File: config.mk
export PLATFORM = sky130hd
export DESIGN_NAME = mmu_if
export DESIGN_NICKNAME = d
export VERILOG_FILES = /design/src/mmu_pkg.sv /design/src/mem_req_if.sv /design/src/resp_fifo.sv /design/src/mmu_tlb.sv /design/src/mmu_translate.sv /design/src/mmu_ctrl.sv /design/src/mmu_if.sv
export VERILOG_INCLUDE_DIRS = /design/src
export SDC_FILE = /design/constraint.sdc
export NUM_CORES = 1
export LEC_CHECK = 0
export CAP_MARGIN = 20
export CORE_MARGIN = 5
export CORE_UTILIZATION = 30
export CTS_CLUSTER_DIAMETER = 80
export DETAILED_ROUTE_END_ITERATION = 10
export DONT_BUFFER_PORTS = 1
export PLACE_DENSITY = 0.48
export SYNTH_ARGS = -nofsm -noshare
export SYNTH_HDL_FRONTEND = slang
export SYNTH_HIERARCHICAL = 1
export SYNTH_SLANG_ARGS = --single-unit
File: constraint.sdc
create_clock -name iCLOCK -period 8.1 [get_ports iCLOCK]
set_input_delay 0.405 -clock iCLOCK [delete_from_list [all_inputs] [get_ports iCLOCK]]
set_output_delay 0.405 -clock iCLOCK [all_outputs]
set_load 0.005 [all_outputs]
File: src/mmu_macros.svh
`ifndef MMU_MACROS_SVH
`define MMU_MACROS_SVH

// TLB size in entries, power of two
`define MMU_TLB_ENTRIES 8

// Matching queue depth
// Bounds the reads in flight on the memory port
`define MMU_TAGQ_DEPTH 8

// Flags queue depth
// One slot per core read in flight
`define MMU_FLAGQ_DEPTH 8

// Page offset width
// 4 KiB pages
`define MMU_PAGE_BITS 12

`endif

File: src/mmu_pkg.sv
`include "mmu_macros.svh"

package mmu_pkg;

	// Translation mode from the core
	typedef enum logic {
		BYPASS    = 1'b0,
		ONE_LEVEL = 1'b1
	} mode_e;

	// Owner of an outstanding memory read
	typedef enum logic {
		TAG_CORE = 1'b0,
		TAG_WALK = 1'b1
	} req_tag_e;

	// Page-table entry flags
	// Entry bits 11 to 1
	typedef logic [`MMU_PAGE_BITS-2:0] pte_flags_t;

	// Virtual page number
	typedef logic [31-`MMU_PAGE_BITS:0] vpn_t;

	// Physical frame number
	typedef logic [31-`MMU_PAGE_BITS:0] pfn_t;

	// One-level page-table entry layout
	// Frame on top, valid in bit 0
	typedef struct packed {
		pfn_t       frame;
		pte_flags_t flags;
		logic       valid;
	} pte_t;

endpackage

File: src/mem_req_if.sv
// Memory request channel from the translator to the port control
// Fields hold steady while valid is high and ready is low
interface mem_req_if;

	logic               valid;
	logic               ready;
	// 1 for a store
	logic               rw;
	logic [31:0]        addr;
	logic [31:0]        wdata;
	logic [3:0]         mask;
	// Who gets the read data back
	mmu_pkg::req_tag_e  tag;

	// Translator side
	modport src (
		output valid, rw, addr, wdata, mask, tag,
		input  ready
	);

	// Port control side
	modport dst (
		input  valid, rw, addr, wdata, mask, tag,
		output ready
	);

endinterface

File: src/resp_fifo.sv
module resp_fifo #(
	parameter type payload_t = logic,
	parameter int  DEPTH     = 8
) (
	input  logic     iCLOCK,
	input  logic     inRESET,
	input  logic     flush,
	input  logic     push,
	input  payload_t push_data,
	output logic     full,
	input  logic     pop,
	output payload_t pop_data,
	output logic     empty
);

	localparam int AW = (DEPTH > 1) ? $clog2(DEPTH) : 1;

	payload_t       buf_mem [DEPTH];
	logic [AW-1:0]  wr_ptr;
	logic [AW-1:0]  rd_ptr;
	// One extra bit so a full buffer is countable
	logic [AW:0]    count;
	logic           push_ok;
	logic           pop_ok;

	assign full     = (count == (AW+1)'(DEPTH));
	assign empty    = (count == '0);
	assign push_ok  = push && !full;
	assign pop_ok   = pop && !empty;
	// Show-ahead, head is always visible
	assign pop_data = buf_mem[rd_ptr];

	// Pointers and fill level
	always_ff @(posedge iCLOCK or negedge inRESET) begin
		if (!inRESET) begin
			wr_ptr <= '0;
			rd_ptr <= '0;
			count  <= '0;
		end else if (flush) begin
			// Drop everything in one cycle
			wr_ptr <= '0;
			rd_ptr <= '0;
			count  <= '0;
		end else begin
			if (push_ok)
				wr_ptr <= (wr_ptr == AW'(DEPTH-1)) ? '0 : wr_ptr + 1'b1;
			if (pop_ok)
				rd_ptr <= (rd_ptr == AW'(DEPTH-1)) ? '0 : rd_ptr + 1'b1;
			case ({push_ok, pop_ok})
				2'b10:   count <= count + 1'b1;
				2'b01:   count <= count - 1'b1;
				default: count <= count;
			endcase
		end
	end

	// Storage
	always_ff @(posedge iCLOCK) begin
		if (push_ok)
			buf_mem[wr_ptr] <= push_data;
	end

	// Caller must respect the flags
	a_no_overflow: assert property (@(posedge iCLOCK) disable iff (!inRESET)
		push && !flush |-> !full);
	a_no_underflow: assert property (@(posedge iCLOCK) disable iff (!inRESET)
		pop && !flush |-> !empty);

endmodule

File: src/mmu_tlb.sv
`include "mmu_macros.svh"

module mmu_tlb (
	input  logic                iCLOCK,
	input  logic                inRESET,
	input  logic                flush,
	input  mmu_pkg::vpn_t       lookup_vpn,
	output logic                hit,
	output mmu_pkg::pfn_t       hit_pfn,
	output mmu_pkg::pte_flags_t hit_flags,
	input  logic                fill,
	input  mmu_pkg::vpn_t       fill_vpn,
	input  mmu_pkg::pfn_t       fill_pfn,
	input  mmu_pkg::pte_flags_t fill_flags
);

	localparam int IDX_W = $clog2(`MMU_TLB_ENTRIES);
	localparam int VPN_W = $bits(mmu_pkg::vpn_t);

	// Tag is the page number above the index bits
	logic [VPN_W-1:IDX_W]           tag_mem   [`MMU_TLB_ENTRIES];
	mmu_pkg::pfn_t                  pfn_mem   [`MMU_TLB_ENTRIES];
	mmu_pkg::pte_flags_t            flags_mem [`MMU_TLB_ENTRIES];
	logic [`MMU_TLB_ENTRIES-1:0]    entry_valid;
	logic [IDX_W-1:0]               lookup_idx;
	logic [IDX_W-1:0]               fill_idx;

	// Direct mapped on the low page-number bits
	assign lookup_idx = lookup_vpn[IDX_W-1:0];
	assign fill_idx   = fill_vpn[IDX_W-1:0];

	// Combinational lookup
	assign hit       = entry_valid[lookup_idx]
	                   && (tag_mem[lookup_idx] == lookup_vpn[VPN_W-1:IDX_W]);
	assign hit_pfn   = pfn_mem[lookup_idx];
	assign hit_flags = flags_mem[lookup_idx];

	// Valid bits
	// flush beats a fill in the same cycle
	always_ff @(posedge iCLOCK or negedge inRESET) begin
		if (!inRESET)
			entry_valid <= '0;
		else if (flush)
			entry_valid <= '0;
		else if (fill)
			entry_valid[fill_idx] <= 1'b1;
	end

	// Entry contents, overwrite on fill
	always_ff @(posedge iCLOCK) begin
		if (fill) begin
			tag_mem[fill_idx]   <= fill_vpn[VPN_W-1:IDX_W];
			pfn_mem[fill_idx]   <= fill_pfn;
			flags_mem[fill_idx] <= fill_flags;
		end
	end

endmodule

File: src/mmu_translate.sv
`include "mmu_macros.svh"

module mmu_translate (
	input  logic                iCLOCK,
	input  logic                inRESET,
	input  logic                tlb_flush,
	input  mmu_pkg::mode_e      mode,
	input  logic [31:0]         pdt,
	input  logic                req_valid,
	output logic                req_ready,
	input  logic                req_rw,
	input  logic [31:0]         req_addr,
	input  logic [31:0]         req_wdata,
	input  logic [3:0]          req_mask,
	mem_req_if.src              mem,
	input  logic                pte_valid,
	input  logic [31:0]         pte_data,
	input  logic                fault_clear,
	output logic                fault,
	output mmu_pkg::pte_flags_t req_flags
);

	typedef enum logic [2:0] {
		ST_IDLE,
		ST_LOOKUP,
		ST_WALK_ISSUE,
		ST_WALK_WAIT,
		ST_ISSUE,
		ST_FAULT
	} state_t;

	state_t                     state;
	// Low during reset and the first cycle after it
	logic                       run;
	logic                       accept;
	// Registered core access
	logic                       b_rw;
	logic [31:0]                b_addr;
	logic [31:0]                b_wdata;
	logic [3:0]                 b_mask;
	// Address and flags of the request being issued
	logic [31:0]                b_paddr;
	mmu_pkg::pte_flags_t        b_flags;
	mmu_pkg::vpn_t              vpn;
	logic [`MMU_PAGE_BITS-1:0]  offset;
	mmu_pkg::pte_t              pte;
	logic                       tlb_hit;
	mmu_pkg::pfn_t              tlb_pfn;
	mmu_pkg::pte_flags_t        tlb_flags;
	logic                       tlb_fill;

	assign vpn      = b_addr[31:`MMU_PAGE_BITS];
	assign offset   = b_addr[`MMU_PAGE_BITS-1:0];
	assign pte      = mmu_pkg::pte_t'(pte_data);
	// Good entry back from the walk
	assign tlb_fill = (state == ST_WALK_WAIT) && pte_valid && pte.valid;

	// Take a new access when idle, or right behind an issue that goes out
	assign req_ready = run && ((state == ST_IDLE) || ((state == ST_ISSUE) && mem.ready));
	assign accept    = req_valid && req_ready;

	mmu_tlb i_tlb (
		.iCLOCK     (iCLOCK),
		.inRESET    (inRESET),
		.flush      (tlb_flush),
		.lookup_vpn (vpn),
		.hit        (tlb_hit),
		.hit_pfn    (tlb_pfn),
		.hit_flags  (tlb_flags),
		.fill       (tlb_fill),
		.fill_vpn   (vpn),
		.fill_pfn   (pte.frame),
		.fill_flags (pte.flags)
	);

	// Control FSM
	always_ff @(posedge iCLOCK or negedge inRESET) begin
		if (!inRESET) begin
			state <= ST_IDLE;
			run   <= 1'b0;
		end else begin
			run <= 1'b1;
			case (state)
				ST_IDLE:
					if (accept)
						state <= ST_LOOKUP;
				ST_LOOKUP:
					if ((mode == mmu_pkg::BYPASS) || tlb_hit)
						state <= ST_ISSUE;
					else
						state <= ST_WALK_ISSUE;
				ST_WALK_ISSUE:
					if (mem.ready)
						state <= ST_WALK_WAIT;
				ST_WALK_WAIT:
					if (pte_valid)
						state <= pte.valid ? ST_ISSUE : ST_FAULT;
				ST_ISSUE:
					if (mem.ready)
						state <= accept ? ST_LOOKUP : ST_IDLE;
				// Parked until the control has drained and flushed
				ST_FAULT:
					if (fault_clear)
						state <= ST_IDLE;
				default:
					state <= ST_IDLE;
			endcase
		end
	end

	// Access and translation registers
	always_ff @(posedge iCLOCK) begin
		if (accept) begin
			b_rw    <= req_rw;
			b_addr  <= req_addr;
			b_wdata <= req_wdata;
			b_mask  <= req_mask;
		end
		if (state == ST_LOOKUP) begin
			if (mode == mmu_pkg::BYPASS) begin
				b_paddr <= b_addr;
				b_flags <= '0;
			end else if (tlb_hit) begin
				b_paddr <= {tlb_pfn, offset};
				b_flags <= tlb_flags;
			end else begin
				// Entry address, four bytes per page
				b_paddr <= pdt + 32'({vpn, 2'b00});
			end
		end
		if (tlb_fill) begin
			b_paddr <= {pte.frame, offset};
			b_flags <= pte.flags;
		end
	end

	// Walk reads are always full-word loads
	assign mem.valid = (state == ST_WALK_ISSUE) || (state == ST_ISSUE);
	assign mem.rw    = (state == ST_ISSUE) ? b_rw : 1'b0;
	assign mem.addr  = b_paddr;
	assign mem.wdata = b_wdata;
	assign mem.mask  = (state == ST_ISSUE) ? b_mask : 4'hf;
	assign mem.tag   = (state == ST_ISSUE) ? mmu_pkg::TAG_CORE : mmu_pkg::TAG_WALK;

	assign fault     = (state == ST_FAULT);
	assign req_flags = b_flags;

	// A stalled request stays put until the control takes it
	a_req_stable: assert property (@(posedge iCLOCK) disable iff (!inRESET)
		mem.valid && !mem.ready |=> mem.valid && $stable(mem.addr) && $stable(mem.tag));

endmodule

File: src/mmu_ctrl.sv
module mmu_ctrl (
	input  logic                iCLOCK,
	input  logic                inRESET,
	mem_req_if.dst              xl,
	input  logic                fault,
	output logic                fault_clear,
	output logic                pte_valid,
	output logic [31:0]         pte_data,
	output logic                mem_req_valid,
	input  logic                mem_req_ready,
	output logic                mem_req_rw,
	output logic [31:0]         mem_req_addr,
	output logic [31:0]         mem_req_wdata,
	output logic [3:0]          mem_req_mask,
	input  logic                mem_resp_valid,
	output logic                mem_resp_ready,
	input  logic [31:0]         mem_resp_data,
	output logic                resp_valid,
	input  logic                resp_ready,
	output logic [31:0]         resp_data,
	output mmu_pkg::pte_flags_t resp_flags,
	output logic                store_ack,
	output logic                page_fault,
	output logic                tagq_push,
	output mmu_pkg::req_tag_e   tagq_tag,
	input  logic                tagq_full,
	output logic                tagq_pop,
	input  mmu_pkg::req_tag_e   tagq_head,
	input  logic                tagq_empty,
	output logic                flagq_push,
	input  logic                flagq_full,
	output logic                flagq_pop,
	input  mmu_pkg::pte_flags_t flagq_head,
	output logic                queue_flush
);

	typedef enum logic [1:0] {
		PF_IDLE,
		PF_DRAIN,
		PF_SIGNAL
	} pf_state_t;

	pf_state_t  pf_state;
	logic       gate;
	logic       req_accept;
	logic       resp_accept;
	logic       pf_pulse;

	// Memory request gating
	assign gate          = !tagq_full && !flagq_full && !fault && (pf_state == PF_IDLE);
	assign mem_req_valid = xl.valid && gate;
	assign xl.ready      = mem_req_ready && gate;
	assign mem_req_rw    = xl.rw;
	assign mem_req_addr  = xl.addr;
	assign mem_req_wdata = xl.wdata;
	assign mem_req_mask  = xl.mask;
	assign req_accept    = mem_req_valid && mem_req_ready;

	// Only reads come back, so only reads get a tag
	assign tagq_push  = req_accept && !xl.rw;
	assign tagq_tag   = xl.tag;
	assign flagq_push = tagq_push && (xl.tag == mmu_pkg::TAG_CORE);

	// Nothing to take with no read outstanding or a core response still held
	assign mem_resp_ready = !tagq_empty && !resp_valid;
	assign resp_accept    = mem_resp_valid && mem_resp_ready;

	// Route by the head tag
	assign tagq_pop  = resp_accept;
	assign pte_valid = resp_accept && (tagq_head == mmu_pkg::TAG_WALK);
	assign pte_data  = mem_resp_data;
	assign flagq_pop = resp_accept && (tagq_head == mmu_pkg::TAG_CORE);

	// Fault sequence
	// Drain also waits on the output latch so no earlier read is lost
	always_ff @(posedge iCLOCK or negedge inRESET) begin
		if (!inRESET) begin
			pf_state <= PF_IDLE;
		end else begin
			case (pf_state)
				PF_IDLE:
					if (fault)
						pf_state <= PF_DRAIN;
				PF_DRAIN:
					if (tagq_empty && !resp_valid)
						pf_state <= PF_SIGNAL;
				default:
					pf_state <= PF_IDLE;
			endcase
		end
	end

	assign pf_pulse    = (pf_state == PF_SIGNAL);
	assign page_fault  = pf_pulse;
	assign queue_flush = pf_pulse;
	assign fault_clear = pf_pulse;

	// Store ack one cycle after memory takes the store
	always_ff @(posedge iCLOCK or negedge inRESET) begin
		if (!inRESET)
			store_ack <= 1'b0;
		else
			store_ack <= req_accept && xl.rw;
	end

	// Output latch valid
	always_ff @(posedge iCLOCK or negedge inRESET) begin
		if (!inRESET)
			resp_valid <= 1'b0;
		else if (pf_pulse)
			resp_valid <= 1'b0;
		else if (flagq_pop)
			resp_valid <= 1'b1;
		else if (resp_ready)
			resp_valid <= 1'b0;
	end

	// Output latch payload
	always_ff @(posedge iCLOCK) begin
		if (flagq_pop) begin
			resp_data  <= mem_resp_data;
			resp_flags <= flagq_head;
		end
	end

	// Memory must not answer a read that was never issued
	a_resp_has_tag: assert property (@(posedge iCLOCK) disable iff (!inRESET)
		mem_resp_valid |-> !tagq_empty);

endmodule

File: src/mmu_if.sv
`include "mmu_macros.svh"

module mmu_if (
	input  logic                iCLOCK,
	input  logic                inRESET,
	input  logic                tlb_flush,
	input  mmu_pkg::mode_e      mode,
	input  logic [31:0]         pdt,
	// Core requests
	input  logic                req_valid,
	output logic                req_ready,
	input  logic                req_rw,
	input  logic [31:0]         req_addr,
	input  logic [31:0]         req_wdata,
	input  logic [3:0]          req_mask,
	// Core responses and pulses
	output logic                resp_valid,
	input  logic                resp_ready,
	output logic [31:0]         resp_data,
	output mmu_pkg::pte_flags_t resp_flags,
	output logic                store_ack,
	output logic                page_fault,
	// Memory requests
	output logic                mem_req_valid,
	input  logic                mem_req_ready,
	output logic                mem_req_rw,
	output logic [31:0]         mem_req_addr,
	output logic [31:0]         mem_req_wdata,
	output logic [3:0]          mem_req_mask,
	// Memory responses, in order
	input  logic                mem_resp_valid,
	output logic                mem_resp_ready,
	input  logic [31:0]         mem_resp_data
);

	mem_req_if              xl_req ();

	logic                   fault;
	logic                   fault_clear;
	logic                   pte_valid;
	logic [31:0]            pte_data;
	mmu_pkg::pte_flags_t    req_flags;
	logic                   queue_flush;
	// Matching queue
	logic                   tagq_push;
	mmu_pkg::req_tag_e      tagq_tag;
	logic                   tagq_full;
	logic                   tagq_pop;
	mmu_pkg::req_tag_e      tagq_head;
	logic                   tagq_empty;
	// Flags queue
	logic                   flagq_push;
	logic                   flagq_full;
	logic                   flagq_pop;
	mmu_pkg::pte_flags_t    flagq_head;

	mmu_translate i_translate (
		.iCLOCK      (iCLOCK),
		.inRESET     (inRESET),
		.tlb_flush   (tlb_flush),
		.mode        (mode),
		.pdt         (pdt),
		.req_valid   (req_valid),
		.req_ready   (req_ready),
		.req_rw      (req_rw),
		.req_addr    (req_addr),
		.req_wdata   (req_wdata),
		.req_mask    (req_mask),
		.mem         (xl_req.src),
		.pte_valid   (pte_valid),
		.pte_data    (pte_data),
		.fault_clear (fault_clear),
		.fault       (fault),
		.req_flags   (req_flags)
	);

	mmu_ctrl i_ctrl (
		.iCLOCK         (iCLOCK),
		.inRESET        (inRESET),
		.xl             (xl_req.dst),
		.fault          (fault),
		.fault_clear    (fault_clear),
		.pte_valid      (pte_valid),
		.pte_data       (pte_data),
		.mem_req_valid  (mem_req_valid),
		.mem_req_ready  (mem_req_ready),
		.mem_req_rw     (mem_req_rw),
		.mem_req_addr   (mem_req_addr),
		.mem_req_wdata  (mem_req_wdata),
		.mem_req_mask   (mem_req_mask),
		.mem_resp_valid (mem_resp_valid),
		.mem_resp_ready (mem_resp_ready),
		.mem_resp_data  (mem_resp_data),
		.resp_valid     (resp_valid),
		.resp_ready     (resp_ready),
		.resp_data      (resp_data),
		.resp_flags     (resp_flags),
		.store_ack      (store_ack),
		.page_fault     (page_fault),
		.tagq_push      (tagq_push),
		.tagq_tag       (tagq_tag),
		.tagq_full      (tagq_full),
		.tagq_pop       (tagq_pop),
		.tagq_head      (tagq_head),
		.tagq_empty     (tagq_empty),
		.flagq_push     (flagq_push),
		.flagq_full     (flagq_full),
		.flagq_pop      (flagq_pop),
		.flagq_head     (flagq_head),
		.queue_flush    (queue_flush)
	);

	// One tag per outstanding read
	resp_fifo #(
		.payload_t (mmu_pkg::req_tag_e),
		.DEPTH     (`MMU_TAGQ_DEPTH)
	) i_tagq (
		.iCLOCK    (iCLOCK),
		.inRESET   (inRESET),
		.flush     (queue_flush),
		.push      (tagq_push),
		.push_data (tagq_tag),
		.full      (tagq_full),
		.pop       (tagq_pop),
		.pop_data  (tagq_head),
		.empty     (tagq_empty)
	);

	// Flags ride along with core reads only
	// Translator flags feed it straight
	resp_fifo #(
		.payload_t (mmu_pkg::pte_flags_t),
		.DEPTH     (`MMU_FLAGQ_DEPTH)
	) i_flagq (
		.iCLOCK    (iCLOCK),
		.inRESET   (inRESET),
		.flush     (queue_flush),
		.push      (flagq_push),
		.push_data (req_flags),
		.full      (flagq_full),
		.pop       (flagq_pop),
		.pop_data  (flagq_head),
		.empty     ()
	);

endmodule

# ---- After elaboration in Yosys (flattened, before gate mapping)
# Memories as Yosys holds them, arrays and structs flattened. A register that Yosys moved wholly into a read port is not among the register bits.
# Index checks and enable logic that the tools add are counted.
dict set report classes {
  addsub 9
  bitwise_logic 3
  eq_ne 26
  muxes 57
  n_lt_le_gt_ge 2
  reduce_logical 51
}
# operator count
set ops {}
lappend ops {{$mux W32} 4}
lappend ops {{$mux W3} 21}
lappend ops {{$mux W11} 4}
lappend ops {{$add A32 B22 Y32} 1}
lappend ops {{$logic_and A1 B1 Y1} 25}
lappend ops {{$eq A3 B3 Y1 const B} 6}
lappend ops {{$pmux W3 S6} 1}
lappend ops {{$eq A17 B17 Y1} 1}
lappend ops {{$mux W8} 2}
lappend ops {{$pmux W4 S2} 2}
lappend ops {{$mux W1} 15}
lappend ops {{$add A3 B1 Y3 const B} 4}
lappend ops {{$mux W4} 3}
lappend ops {{$reduce_bool A2 Y1} 6}
lappend ops {{$ne A2 B1 Y1 const B} 5}
lappend ops {{$reduce_bool A3 Y1} 3}
lappend ops {{$add A4 B1 Y4 const B} 2}
lappend ops {{$eq A4 B4 Y1 const B} 2}
lappend ops {{$logic_not A4 Y1} 2}
lappend ops {{$or A8 B8 Y8} 1}
lappend ops {{$sub A4 B1 Y4 const B} 2}
lappend ops {{$logic_not A1 Y1} 7}
lappend ops {{$eq A2 B1 Y1 const B} 3}
lappend ops {{$eq A2 B2 Y1 const B} 3}
lappend ops {{16 further kinds} 23}
dict set report word_totals {
  out_inout_bits 118
  register_bits 180
  ram_bits 480
  input_bits 141
  elab_cells 172
  n_memories 5
}
# memory words word_bits read_ports rd_ports_with_merged_regs wr line_no
set mem_list {}
lappend mem_list {i_translate.i_tlb.pfn_mem 8 20 1 1 1 mmu_tlb.sv:22} ;# mmu_pkg::pfn_t pfn_mem [`MMU_TLB_ENTRIES];
lappend mem_list {i_translate.i_tlb.tag_mem 8 17 1 1 1 mmu_tlb.sv:21} ;# logic [VPN_W-1:IDX_W] tag_mem [`MMU_TLB_ENTRIES];
lappend mem_list {i_flagq.buf_mem 8 11 1 1 1 resp_fifo.sv:18} ;# payload_t buf_mem [DEPTH];
lappend mem_list {i_translate.i_tlb.flags_mem 8 11 1 1 1 mmu_tlb.sv:23} ;# mmu_pkg::pte_flags_t flags_mem [`MMU_TLB_ENTRIES];
lappend mem_list {i_tagq.buf_mem 8 1 1 0 1 resp_fifo.sv:18}

# ---- Longest topological paths before layout
dict set report depth {
  ltp_word 13
  ltp_mapped 16
  ltp_nobuf 13
}

# ---- By module
# Netlist, hierarchy kept.
# module instances seq_area_each_um2 area_per_inst_um2 cells_each
set modules_own_cells {}
lappend modules_own_cells {mmu_tlb 1 11731.3 15023.2 630}
lappend modules_own_cells {mmu_translate 1 3463.3 5759.3 501}
lappend modules_own_cells {{resp_fifo at i_flagq} 1 2892.8 4091.4 213}
lappend modules_own_cells {mmu_ctrl 1 1391.3 2321.0 172}
lappend modules_own_cells {{resp_fifo at i_tagq} 1 490.5 1073.5 98}

# ---- Worst setup path before layout
# No wires, ideal clock.
dict set report synth_timing {
  kind {flip-flop to flip-flop}
  start {register i_tagq.rd_ptr[0]}
  end {register i_flagq.count[3]}
  required_time_ns 7.955
  n_path_buf 0
  slack_ns 0.036
  period_less_slack_ns 8.064
  path_stages_with_launch 12
  t_arrival_ns 7.919
  setup_time_ns 0.145
  path_cell_list {dfrtp_1 -> mux4_2 -> mux2_2 -> nor4b_1 -> o41a_1 -> nand2_2 -> inv_2 -> ha_1 -> a21oi_1 -> a21oi_1 -> mux2i_1 -> o2111ai_1}
}
dict set report synth_via {
  elab_chain_len 7
  word_cells_on_any_way 9
  classes_between {2 x eq/ne; 2 x mux; 1 x bitwise; 3 x reduce/logical; 1 x memory}
}
# element line_no
set synth_rtl {}
lappend synth_rtl {{from (decl)} resp_fifo.sv:20} ;# logic [AW-1:0] rd_ptr;
lappend synth_rtl {{from (signal assigned)} resp_fifo.sv:48} ;# rd_ptr <= (rd_ptr == AW'(DEPTH-1)) ? '0 : rd_ptr + 1'b1;
lappend synth_rtl {{$mem_v2 Z8 W1 *} --}
lappend synth_rtl {{via tagq_head} mmu_if.sv:49} ;# mmu_pkg::req_tag_e tagq_head;
lappend synth_rtl {{$not A1 Y1 *} mmu_ctrl.sv:72} ;# assign flagq_pop = resp_accept && (tagq_head == mmu_pkg::TAG_CORE);
lappend synth_rtl {{$logic_and A1 B1 Y1 *} mmu_ctrl.sv:72}
lappend synth_rtl {{via flagq_pop} mmu_if.sv:54} ;# logic flagq_pop;
lappend synth_rtl {{$logic_and A1 B1 Y1 *} resp_fifo.sv:29} ;# assign pop_ok = pop && !empty;
lappend synth_rtl {{$eq A2 B1 Y1 or $eq A2 B2 Y1 (tied branches)} resp_fifo.sv:49} ;# case ({push_ok, pop_ok})
lappend synth_rtl {{$pmux W4 S2} resp_fifo.sv:49}
lappend synth_rtl {{$mux W4} resp_fifo.sv:39} ;# end else if (flush) begin
lappend synth_rtl {{to (signal assigned)} resp_fifo.sv:50} ;# 2'b10: count <= count + 1'b1;
lappend synth_rtl {{to (signal assigned)} resp_fifo.sv:51} ;# 2'b01: count <= count - 1'b1;
lappend synth_rtl {{to (signal assigned)} resp_fifo.sv:52} ;# default: count <= count;
lappend synth_rtl {{to (decl)} resp_fifo.sv:22} ;# logic [AW:0] count;
# Mark *: on every way through the listed nets, which the timed path passes. The rest lies on a longest branch.
# A chain may end at the register's enable or synchronous reset.

# ---- Worst setup path in the final report
dict set report layout_timing {
  start {register i_translate.b_addr[14]}
  end {register i_translate.b_flags[9] (netlist: i_translate/req_flags[9]) (enable)}
}
dict set report layout_via {
  elab_chain_len 5
}
# element line_no
set layout_rtl {}
lappend layout_rtl {{from (decl)} mmu_translate.sv:38} ;# logic [31:0] b_addr;
lappend layout_rtl {{from (signal assigned)} mmu_translate.sv:115} ;# b_addr <= req_addr;
lappend layout_rtl {{$bmux W1 S3} mmu_tlb.sv:33} ;# assign hit = entry_valid[lookup_idx]
lappend layout_rtl {{$mux W1 (not written as such)} mmu_tlb.sv:33}
lappend layout_rtl {{$logic_and A1 B1 Y1} mmu_tlb.sv:34} ;# && (tag_mem[lookup_idx] == lookup_vpn[VPN_W-1:IDX_W]);
lappend layout_rtl {{via i_translate.tlb_hit} mmu_translate.sv:47} ;# logic tlb_hit;
lappend layout_rtl {{$ne A3 B1 Y1 (no line)} --}
lappend layout_rtl {{$reduce_and A2 Y1 (no line)} --}
lappend layout_rtl {{to (signal assigned)} mmu_translate.sv:125} ;# b_flags <= tlb_flags;
lappend layout_rtl {{to (signal assigned)} mmu_translate.sv:133} ;# b_flags <= pte.flags;
lappend layout_rtl {{to (decl)} mmu_translate.sv:43} ;# mmu_pkg::pte_flags_t b_flags;
# The timed path passes the listed nets, and every way through them passes these cells. The select of a mux whose other input is x is not followed.

==> impl_metrics.csv <==
group,metric,value,unit
cells_and_area,design_area,32900,sq um
floorplan,initial_core_util,30.2,%
timing,worstMarginPinSlew,1050,ps
clocking,htree_num_levels,3,
timing,hold_viol_final,0,
cells_and_area,multi_input_area,7160,sq um
setup_path,critPathBufInv,3,
global_routing,grt_pass1_vias,15200,
routing,wl,72.5,mm
place,placed_area,29100,sq um
routing,drt_pass1_iterations,7,
floorplan,row_count,112,
routing,ant_nets,0,
clocking,hold_buffers,110,
place,placed_cells,2732,
timing,slew_headroom,29.5,%
power_and_ir_drop,power_leakage,10.7,nW
global_routing,grt_pass1_wl,105,mm
cells_and_area,fillCellCount,8801,
clocking,clkSinkCount,671,
routing,drt_iter0_markers,1126,
setup_path,slowest_delay,1040,ps
cells_and_area,area_growth_syn_to_layout,16.2,%
power_and_ir_drop,powerDensity,284,nW/um^2
floorplan,die_h,317,microns
routing,viasPerCell,4.82,
routing,vias,14400,
timing,fin_crit_sh,57.5,%
place,gp_congestion,0.793,
clocking,clock-root-buffer,"clkbuf_16",
place,port-buffer-count,0,
routing,wl_per_cell,24.2,microns
run,drv_cap,0,
floorplan,die_w,317,microns
setup_path,cp-startpoint,"i_translate/b_addr[14]",
timing,post-route-min-period,4660,ps
synth,synth.avg_cell_area,17.5,sq um
cells_and_area,drive_gt1_share,20.0,%
timing,rsz0062_at_grt,"no",
setup_path,crit_fanout,31,
floorplan,die_area,100000,sq um
place,dp_hpwl,44.4,mm
setup_path,worstSetupEndpointType,"register",
routing,drc,0,
clocking,tritoncts,"yes",
clocking,cts_setup_buffers,0,
synth,synthCells,1613,
timing,fin_worst_skew,32.8,ps
timing,fin_tns_setup,0,ps
global_routing,grt_max_degree,104,
outcome,outcome,"complete, no violations",
timing,fmax,0.215,GHz
setup_path,worst-setup-path-type,"reg -> reg",
setup_path,reg2reg_from,"i_translate/b_addr[14]",
timing,final-setup-viol-count,0,
synth,syn_area,28300,sq um
worst_hold_path,hold_start,"mode",
setup_path,crit_path_start_kind,"register",
setup_path,worstPathRequired,8350,ps
setup_path,worstPathCellList,"buf_4 > mux4_2 > mux2i_1 > xor2_1 > nand4_1 > nor4_2 > buf_4 > nor2_1 > nand2_1 > buf_4 > and2_1",
global_routing,antenna_found_initial,8,
timing,whs,56.9,ps
timing,slew_viol_final,0,
clocking,ctsResizeCount,0,
synth,syn-num-nets,1787,
global_routing,track_usage,14.3,%
setup_path,cp.arrival,4910,ps
global_routing,grt_overflow,0,
clocking,clk_path_buf_depth,3,
cells_and_area,fin_nets,1845,
cells_and_area,post-route-util,35.1,%
clocking,cts_buffers,80,
setup_path,cp_top_family,"simple AND/OR/NAND/NOR gates",
clocking,clk-insertion-delay-late,640,ps
cells_and_area,register_area,20000,sq um
cells_and_area,layoutNonFillerInstCount,2989,
floorplan,core-area,93500,sq um
clocking,path_clk_slew,50,ps
floorplan,io_pins,259,
setup_path,slowest_stage,"edfxtp_1",
worst_hold_path,hold_path_class,"in -> reg",
synth,yosys_warnings,6,
setup_path,path_common_cell,"buf_4",
power_and_ir_drop,peakVddDrop,0.208,mV
-- placed cells by master, fill, tap and decap left out, types with 30 or more instances in the layout --
master and instances:
a21oi_1 41, dfrtp_1 36, dlygate4sd3_1 109, clkbuf_16 81, nand2_1 90, nor2_1 72
mux2_2 44, buf_4 35, o21ai_0 30, edfxtp_1 635, ha_1 32, mux2i_1 37
mux4_2 112
-- registers in the layout (all words and copies together), names as in the netlist, 4 cells and up --
register                       cells
i_translate/i_tlb/pfn_mem        160
i_translate/i_tlb/tag_mem        136
i_flagq/buf_mem                   88
i_translate/i_tlb/flags_mem       88
i_ctrl/resp_data                  32
i_translate/b_addr                32
i_translate/mem.addr              32
i_translate/mem.wdata             32
i_ctrl/resp_flags                 11
i_translate/req_flags             11
i_tagq/buf_mem                     8
i_translate/i_tlb/entry_valid      8
i_flagq/count                      4
i_tagq/count                       4
i_translate/b_mask                 4
-- where the power goes --
part / internal [W] / switching [W] / total (W)
Clock: 0.00220 / 0.00144 / 0.00363
Combinational: 0.000596 / 0.000751 / 0.00135
Sequential: 0.00410 / 0.000267 / 0.00436
-- metal layers --
layer  track usage (%)  wire [microns]
met5                 0              42
met4              4.21            1520
met3              4.44            5850
met2              23.3           35100
met1              18.6           30000
-- stage by stage --
stage / worst slack [ps] / total power (W)
after global routing: 3040 / 0.00979
final: 3440 / 0.00934
after floorplan: 36.0 / 0.00541
after detailed placement: 3300 / 0.00573
after CTS: 3240 / 0.00952
after global placement: 3410 / 0.00571
-- final timing paths --
path / endpoint / slack [ps] / cells past startpoint
worst min register to register: i_translate/state[1] / 490 / 1
min in group asynchronous: i_ctrl/resp_valid / 230 / 2
worst max-delay path: i_translate/req_flags[9] / 3440 / 11
worst min-delay path: i_translate/req_flags[4] / 60 / 2
max in group asynchronous: i_translate/i_tlb/entry_valid[1] / 7650 / 2
worst max register to register: i_translate/req_flags[9] / 3440 / 11
-- cell type report --
| cell class | count | area share [%] |
|---|---|---|
| diodes | 2 | 0.0152 |
| clock buffers | 95 | 6.33 |
| flip-flops and latches | 671 | 60.8 |
| inverters | 17 | 0.194 |
| well taps | 1254 | 4.78 |
| repair buffers | 149 | 4.36 |
| multi-input cells | 752 | 21.8 |
| clock inverters | 49 | 1.76 |
Power figures use the tool's default switching activity.
